### src/dcache_pkg.sv
// ########################################
// Shared geometry and address types for the
// direct-mapped write-through data cache.
// Imported by both stages and both interfaces
// ########################################

package dcache_pkg;

	localparam int ADDR_W         = 32;
	localparam int TAG_W          = 22;
	localparam int IDX_W          = 4;
	localparam int WORD_IDX_W     = 4;
	localparam int BYTE_OFF_W     = 2;  // 32-bit words on the bus
	localparam int NUM_LINES      = 16;
	localparam int WORDS_PER_LINE = 16;

	typedef logic [TAG_W-1:0]      tag_t;
	typedef logic [IDX_W-1:0]      line_idx_t;
	typedef logic [WORD_IDX_W-1:0] word_idx_t;

	// One address word, seen whole or as its cache fields
	// [31:10] tag, [9:6] line index, [5:2] word in line, [1:0] byte
	typedef union packed {
		logic [ADDR_W-1:0] raw;
		struct packed {
			tag_t                  tag;
			line_idx_t             idx;
			word_idx_t             word;
			logic [BYTE_OFF_W-1:0] byte_off;
		} f;
	} dcache_addr_u;

endpackage

### src/dcache_fill_if.sv
// ########################################
// Miss requests and line-fill beats between
// the lookup stage and the miss stage
// ########################################

`timescale 1ns/1ns

interface dcache_fill_if;
	import dcache_pkg::*;

	logic        rd_miss;            // Read requested and not resident
	logic        hit;
	logic        line_addr_changed;  // Line differs from last cycle
	logic        fill_we;            // Write fill_data into the indexed line
	word_idx_t   fill_pos;
	logic [31:0] fill_data;
	logic        fill_done;          // Last beat, store tag and valid

	modport lookup (
		output rd_miss, hit, line_addr_changed,
		input  fill_we, fill_pos, fill_data, fill_done
	);

	modport miss (
		input  rd_miss, hit, line_addr_changed,
		output fill_we, fill_pos, fill_data, fill_done
	);

endinterface

### src/dcache_bus_if.sv
// ########################################
// Memory bus bundle between the miss stage
// and the top-level bus ports
// ########################################

`timescale 1ns/1ns

interface dcache_bus_if;
	import dcache_pkg::*;

	logic         bus_req;    // Read miss or write pending
	dcache_addr_u bus_addr;
	logic [31:0]  bus_wdata;
	logic         bus_rd;     // Only while bus_ack is high
	logic         bus_wr;
	logic         bus_ack;    // Grant level from the bus
	logic [31:0]  bus_rdata;
	logic         bus_ready;  // Beat accepted this cycle

	modport master (
		output bus_req, bus_addr, bus_wdata, bus_rd, bus_wr,
		input  bus_ack, bus_rdata, bus_ready
	);

	modport top (
		input  bus_req, bus_addr, bus_wdata, bus_rd, bus_wr,
		output bus_ack, bus_rdata, bus_ready
	);

endinterface

### src/dcache_miss.sv
// ########################################
// Miss stage: line fill sequencer and
// write-through issue on the memory bus.
// Produces the core wait and write done
// ########################################

`timescale 1ns/1ns

module dcache_miss (
	input  logic                     clk,
	input  logic                     arst_n,
	input  dcache_pkg::dcache_addr_u addr,
	input  logic                     rd_req,
	input  logic                     wr_req,
	input  logic [31:0]              wr_data,
	output logic                     rw_wait,
	output logic                     wr_done,
	dcache_fill_if.miss              fill,
	dcache_bus_if.master             bus
);
	import dcache_pkg::*;

	word_idx_t    fill_pos;
	dcache_addr_u fill_addr;
	logic         beat_done;
	logic         abandon;
	logic         rd_go;
	logic         wr_go;

	assign beat_done = bus.bus_ack && bus.bus_ready;

	// Request left the line or hit while a fill was under way
	assign abandon = rd_req && (fill_pos != '0) && (fill.line_addr_changed || fill.hit);

	assign rd_go = fill.rd_miss && !abandon;   // Reads win over writes
	assign wr_go = wr_req && !fill.rd_miss;

	// Line base plus the word being filled
	always_comb begin
		fill_addr          = addr;
		fill_addr.f.word   = fill_pos;
		fill_addr.f.byte_off = '0;
	end

	assign bus.bus_req = fill.rd_miss || wr_req;
	assign bus.bus_rd  = rd_go && bus.bus_ack;
	assign bus.bus_wr  = wr_go && bus.bus_ack;

	always_comb begin
		bus.bus_addr  = '0;
		bus.bus_wdata = '0;
		if (bus.bus_rd) begin
			bus.bus_addr = fill_addr;
		end else if (bus.bus_wr) begin
			bus.bus_addr  = addr;
			bus.bus_wdata = wr_data;
		end
	end

	assign fill.fill_we   = rd_go && beat_done;
	assign fill.fill_pos  = fill_pos;
	assign fill.fill_data = bus.bus_rdata;
	assign fill.fill_done = fill.fill_we && (fill_pos == '1);

	assign wr_done = wr_go && beat_done;

	// Held until the line is resident or the write beat is taken
	assign rw_wait = fill.rd_miss || (wr_req && !wr_done);

	always_ff @(posedge clk or negedge arst_n) begin
		if (!arst_n)
			fill_pos <= '0;
		else if (abandon)
			fill_pos <= '0;                 // Start the new line from word 0
		else if (fill.fill_we)
			fill_pos <= fill_pos + 1'b1;    // Wraps to 0 after the last beat
	end

	assert property (@(posedge clk) disable iff (!arst_n)
		!(bus.bus_rd && bus.bus_wr))
		else $error("bus read and write strobes together");

	// Forward steps of the counter need a taken beat on the edge before
	assert property (@(posedge clk) disable iff (!arst_n)
		($changed(fill_pos) && (fill_pos != '0)) |-> $past(bus.bus_ready && bus.bus_ack))
		else $error("fill position moved without bus_ready");

endmodule

### src/flat_wrapper.sv
// flat-port wrapper written by rule: the top's interface ports become plain ports
module dcache_miss_flat import dcache_pkg::*;
  (clk, arst_n, addr, rd_req, wr_req, wr_data, rw_wait, wr_done, fill_rd_miss, fill_hit, fill_line_addr_changed, fill_fill_we, fill_fill_pos, fill_fill_data, fill_fill_done, bus_bus_req, bus_bus_addr, bus_bus_wdata, bus_bus_rd, bus_bus_wr, bus_bus_ack, bus_bus_rdata, bus_bus_ready);
  dcache_fill_if fill_i ();
  dcache_bus_if bus_i ();
  input  logic clk;
  input  logic arst_n;
  input  dcache_pkg::dcache_addr_u addr;
  input  logic rd_req;
  input  logic wr_req;
  input  logic [31:0] wr_data;
  output logic rw_wait;
  output logic wr_done;
  input wire logic [$bits(fill_i.rd_miss)-1:0] fill_rd_miss;
  input wire logic [$bits(fill_i.hit)-1:0] fill_hit;
  input wire logic [$bits(fill_i.line_addr_changed)-1:0] fill_line_addr_changed;
  output wire logic [$bits(fill_i.fill_we)-1:0] fill_fill_we;
  output wire logic [$bits(fill_i.fill_pos)-1:0] fill_fill_pos;
  output wire logic [$bits(fill_i.fill_data)-1:0] fill_fill_data;
  output wire logic [$bits(fill_i.fill_done)-1:0] fill_fill_done;
  output wire logic [$bits(bus_i.bus_req)-1:0] bus_bus_req;
  output wire logic [$bits(bus_i.bus_addr)-1:0] bus_bus_addr;
  output wire logic [$bits(bus_i.bus_wdata)-1:0] bus_bus_wdata;
  output wire logic [$bits(bus_i.bus_rd)-1:0] bus_bus_rd;
  output wire logic [$bits(bus_i.bus_wr)-1:0] bus_bus_wr;
  input wire logic [$bits(bus_i.bus_ack)-1:0] bus_bus_ack;
  input wire logic [$bits(bus_i.bus_rdata)-1:0] bus_bus_rdata;
  input wire logic [$bits(bus_i.bus_ready)-1:0] bus_bus_ready;
  assign fill_i.rd_miss = fill_rd_miss;
  assign fill_i.hit = fill_hit;
  assign fill_i.line_addr_changed = fill_line_addr_changed;
  assign fill_fill_we = fill_i.fill_we;
  assign fill_fill_pos = fill_i.fill_pos;
  assign fill_fill_data = fill_i.fill_data;
  assign fill_fill_done = fill_i.fill_done;
  assign bus_bus_req = bus_i.bus_req;
  assign bus_bus_addr = bus_i.bus_addr;
  assign bus_bus_wdata = bus_i.bus_wdata;
  assign bus_bus_rd = bus_i.bus_rd;
  assign bus_bus_wr = bus_i.bus_wr;
  assign bus_i.bus_ack = bus_bus_ack;
  assign bus_i.bus_rdata = bus_bus_rdata;
  assign bus_i.bus_ready = bus_bus_ready;
  dcache_miss u_core (.clk(clk), .arst_n(arst_n), .addr(addr), .rd_req(rd_req), .wr_req(wr_req), .wr_data(wr_data), .rw_wait(rw_wait), .wr_done(wr_done), .fill(fill_i), .bus(bus_i));
endmodule
### config.mk
export PLATFORM = sky130hd
export DESIGN_NAME = dcache_miss_flat
export DESIGN_NICKNAME = d
export VERILOG_FILES = /design/src/dcache_pkg.sv /design/src/dcache_fill_if.sv /design/src/dcache_bus_if.sv /design/src/dcache_miss.sv /design/src/flat_wrapper.sv
export SDC_FILE = /design/constraint.sdc
export NUM_CORES = 1
export LEC_CHECK = 0
export BUFFER_PORTS_ARGS = -buffer_cell sky130_fd_sc_hd__buf_2
export CAP_MARGIN = 10
export CORE_AREA = 2 2 81 83
export DETAILED_ROUTE_END_ITERATION = 10
export DIE_AREA = 0 0 83 85
export PLACE_DENSITY = 0.67
export SYNTH_ARGS = -nofsm -noshare
export SYNTH_HDL_FRONTEND = slang
export SYNTH_SLANG_ARGS = --single-unit
export TNS_END_PERCENT = 10
### constraint.sdc
create_clock -name clk -period 1.6 [get_ports clk]
set_input_delay 0 -clock clk [delete_from_list [all_inputs] [get_ports clk]]
set_output_delay 0 -clock clk [all_outputs]
set_load 0.01 [all_outputs]
==> results.txt <==
H-tree levels: 1
Clock Path Buffers: 2
Synth cell types: 29
Flop and latch count out of synthesis: 4
Grt total ovfl: 0
Mapped cell area: 1100 um^2
Violated checks: setup timing
Hpwl dp: 3.14 mm
Die area: 7060 um^2
Largest net degree at the start of global routing: 36
Clock root cell: clkbuf_8
Share of layout cells above drive strength 1: 0.707
# setup viols final: 26
Final worst setup slack: -0.126 ns
Arrival @ worst endpoint: 1.73 ns
Syn avg cell area: 7.39 um^2
Initial DRC count: 21
Min-Delay Startpoint: bus_bus_rdata[27]
Leakage: 1.16 nW
CP max-delay cell: o311a_4
Die width: 83 um
Fin. Hold Viols: 0
Initial antenna violation count: 0
Final min period: 1.73 ns
Max-Slew Margin vs Limit: 0.447
Core footprint: 6200 um^2
Worst Max-Slew Pin Slew: 0.824 ns
Achievable frequency: 579 MHz
Height of the die: 85 um
Fin crit share: 1.08
Critical path data required time: 1.60 ns
Worst Skew: 0.00417 ns
Initial Utilization: 0.177
Clock latency on the worst-skew pair: 0.22 ns
Max-Cap Viols: 0
Critical Path Start Type: register
Number of diodes: 0
1st-pass router iterations: 4
Finished Layout Cells: 347
Detailed-route DRC error count: 0
Dpl cells: 336
Clk sinks: 4
Cells along the critical path: inv_2 > ha_4 > nor3b_4 > buf_6 > o311a_4 > and2_1 > buf_2
Post-synth net total: 256
Biggest regs: u_core.fill.fill_pos (4)
RSZ-0062 raised after global routing: yes
CTS tree: done
Ys async rst share: 1.00
Seq/Total Area, Yosys: 0.0909
Register area: 100 um^2
Row cnt: 29
Total Power: 1.22 mW
Vias: 1448
Main synth FF type: dfrtp_1
Hold Crit Depth: 0
Reg2Reg Launch Point: u_core.fill.fill_pos[0]$_DFFE_PN0P_
Worst setup path class: register to output port
Antenna-violating nets left: 0
Max FFs per register: 4
Via/cell ratio: 4.17
Port Buffer Count: 147
Worst Hold Endpoint: fill_fill_data[27]
Ports: 212
Vias in the first global route: 1390
Crit-path max cell delay: 0.39 ns
Final Wtd Congestion: 0.804
Crit path from: u_core.fill.fill_pos[0]$_DFFE_PN0P_
Synth-to-layout area growth: 78.4%
R2r endpoint: u_core.fill.fill_pos[2]$_DFFE_PN0P_
Endpoint type of the worst setup path: output port
Syn. warnings: 0
Max VDD drop: 0.588 mV
First-pass GRT wire length: 6.15 mm
Nets: 379
WL/cell: 11.9 um
Reg2Reg Depth: 6
R2R Setup Slk: 0.32 ns
GRT Total Usage: 0.106
Total routed wirelength: 4.12 mm
Total CTS buffers: 3
Fill count: 656
Worst hold path type: input pin to output port
CP max FO: 7
Final count of pins violating max slew: 0
PD cells: 622 nW/um^2
Clock Pin Slew Worst Setup and Hold Paths: 0.03 ns
EDFF count, synth: 0
Most flops, register: u_core.fill.fill_pos
Mapped Cells: 149
Status: finished, violations left
Multi-input gate area: 786 um^2
per-stage QoR:
step	setup slack [ns]	util	hold WS (ns)	setup TNS, ns	instance area, um^2
final	-0.126	0.317	0.00000445	-2.78	1960
after global routing	-0.183	0.317	0.0000140	-4.17	1960
after CTS	-0.150	0.314	0.0000686	-2.98	1950
after detailed placement	0.0676	0.267	-0.189	0	1650
after global placement	0.105	0.267	-0.188	0	1650
after floorplan	0.0757	-	-0.296	0	1100
worst max-delay path by stage:
stage          slack (ns)  cells after the start               end
2_1_floorplan        0.08                      6  bus_bus_addr[11]
3_3_place_gp         0.11                      6  bus_bus_addr[14]
3_5_place_dp         0.07                      6  bus_bus_addr[18]
4_1_cts             -0.15                      7   bus_bus_addr[7]
5_1_grt             -0.18                      7   bus_bus_addr[7]
6_report            -0.13                      7   bus_bus_addr[7]
synthesized netlist by cell type (2+ instances only):
| master | number | area [um^2] |
|---|---|---|
| clkbuf_2 | 2 | 10.0 |
| o21ai_0 | 3 | 15.0 |
| ha_1 | 2 | 25.0 |
| o22ai_1 | 2 | 12.5 |
| and2_4 | 20 | 175 |
| buf_2 | 2 | 10.0 |
| nor2_1 | 6 | 22.5 |
| buf_4 | 33 | 248 |
| buf_6 | 3 | 33.8 |
| nand4_1 | 3 | 18.8 |
| and2_1 | 40 | 250 |
| nand2_1 | 9 | 33.8 |
| dfrtp_1 | 4 | 100 |
| nand3_1 | 4 | 20.0 |
| inv_1 | 2 | 7.51 |
layout by cell type, fill, tap and decap left out:
cell type      count
buf_6             21
nand4_1            3
a21oi_1            1
dlygate4sd3_1      1
inv_2              2
nand3_1            4
and2_4            22
and2_1            38
mux2i_1            1
o21ai_1            1
buf_4              6
ha_4               1
buf_2            127
o22ai_1            2
ha_1               1
nor2_4             1
xnor2_1            1
clkbuf_8           3
nor3b_1            1
inv_4              1
o311a_4            4
dfrtp_1            4
nand3_2            1
nor2_1             5
xor2_1             1
or2_1              1
nand2_1            9
nor3_2             1
nor3b_4            1
or3_1              1
and3_1             1
o21ai_0            3
kinds of logic (layout without fill, tap and decap cells):
family | count (synthesis) | after routing | share of synthesized area
XOR/XNOR | 2 | 2 | 0.0159
adder cells (fa/ha/maj) | 2 | 2 | 0.0227
buffers and inverters | 43 | 161 | 0.286
AND/OR/NAND/NOR | 89 | 89 | 0.522
AO/OA/AOI/OAI | 8 | 11 | 0.0534
flip-flops | 4 | 4 | 0.0909
multiplexers | 1 | 1 | 0.00909
layer usage:
metal / part of all wire / vias to the layer above / global-route usage / routed length (um)
met4: 0.024 / 0 / 0.0253 / 97
met3: 0.11 / 10 / 0.0311 / 469
met1: 0.35 / 621 / 0.111 / 1440
li1: - / 693 / - / -
met5: 0 / - / 0 / 0
met2: 0.51 / 124 / 0.207 / 2110
worst max-delay path: cells and delay by family, from the launching register on:
family                   cells  cell delay [ns]
adder cells (fa/ha/maj)      1             0.15
buffers and inverters        3             0.33
AO/OA/AOI/OAI                1             0.39
AND/OR/NAND/NOR              2             0.30
flip-flops                   1             0.34
area by class of cell:
class / count / share of cell area
Sequential cell: 4 / 0.0510
Multi-Input combinational cell: 105 / 0.400
Timing Repair Buffer: 155 / 0.472
Clock buffer: 3 / 0.0210
Inverter: 3 / 0.00701
Tap cell: 77 / 0.0490
power by group:
part	internal, mW	leakage (nW)	switching [mW]	total (mW)
logic	0.471	1.08	0.384	0.854
clock network	0.161	0.0216	0.0568	0.218
registers	0.126	0.0539	0.0234	0.150
repair_timing:
action	in CTS	in global routing
pin swaps	29	2
hold buffers	1	0
cloned	3	0
gates resized for setup	32	2
buffers inserted	3	1
endpoints found under the hold margin	4	0
setup endpoints to repair	31	29
Power figures use the tool's default switching activity.
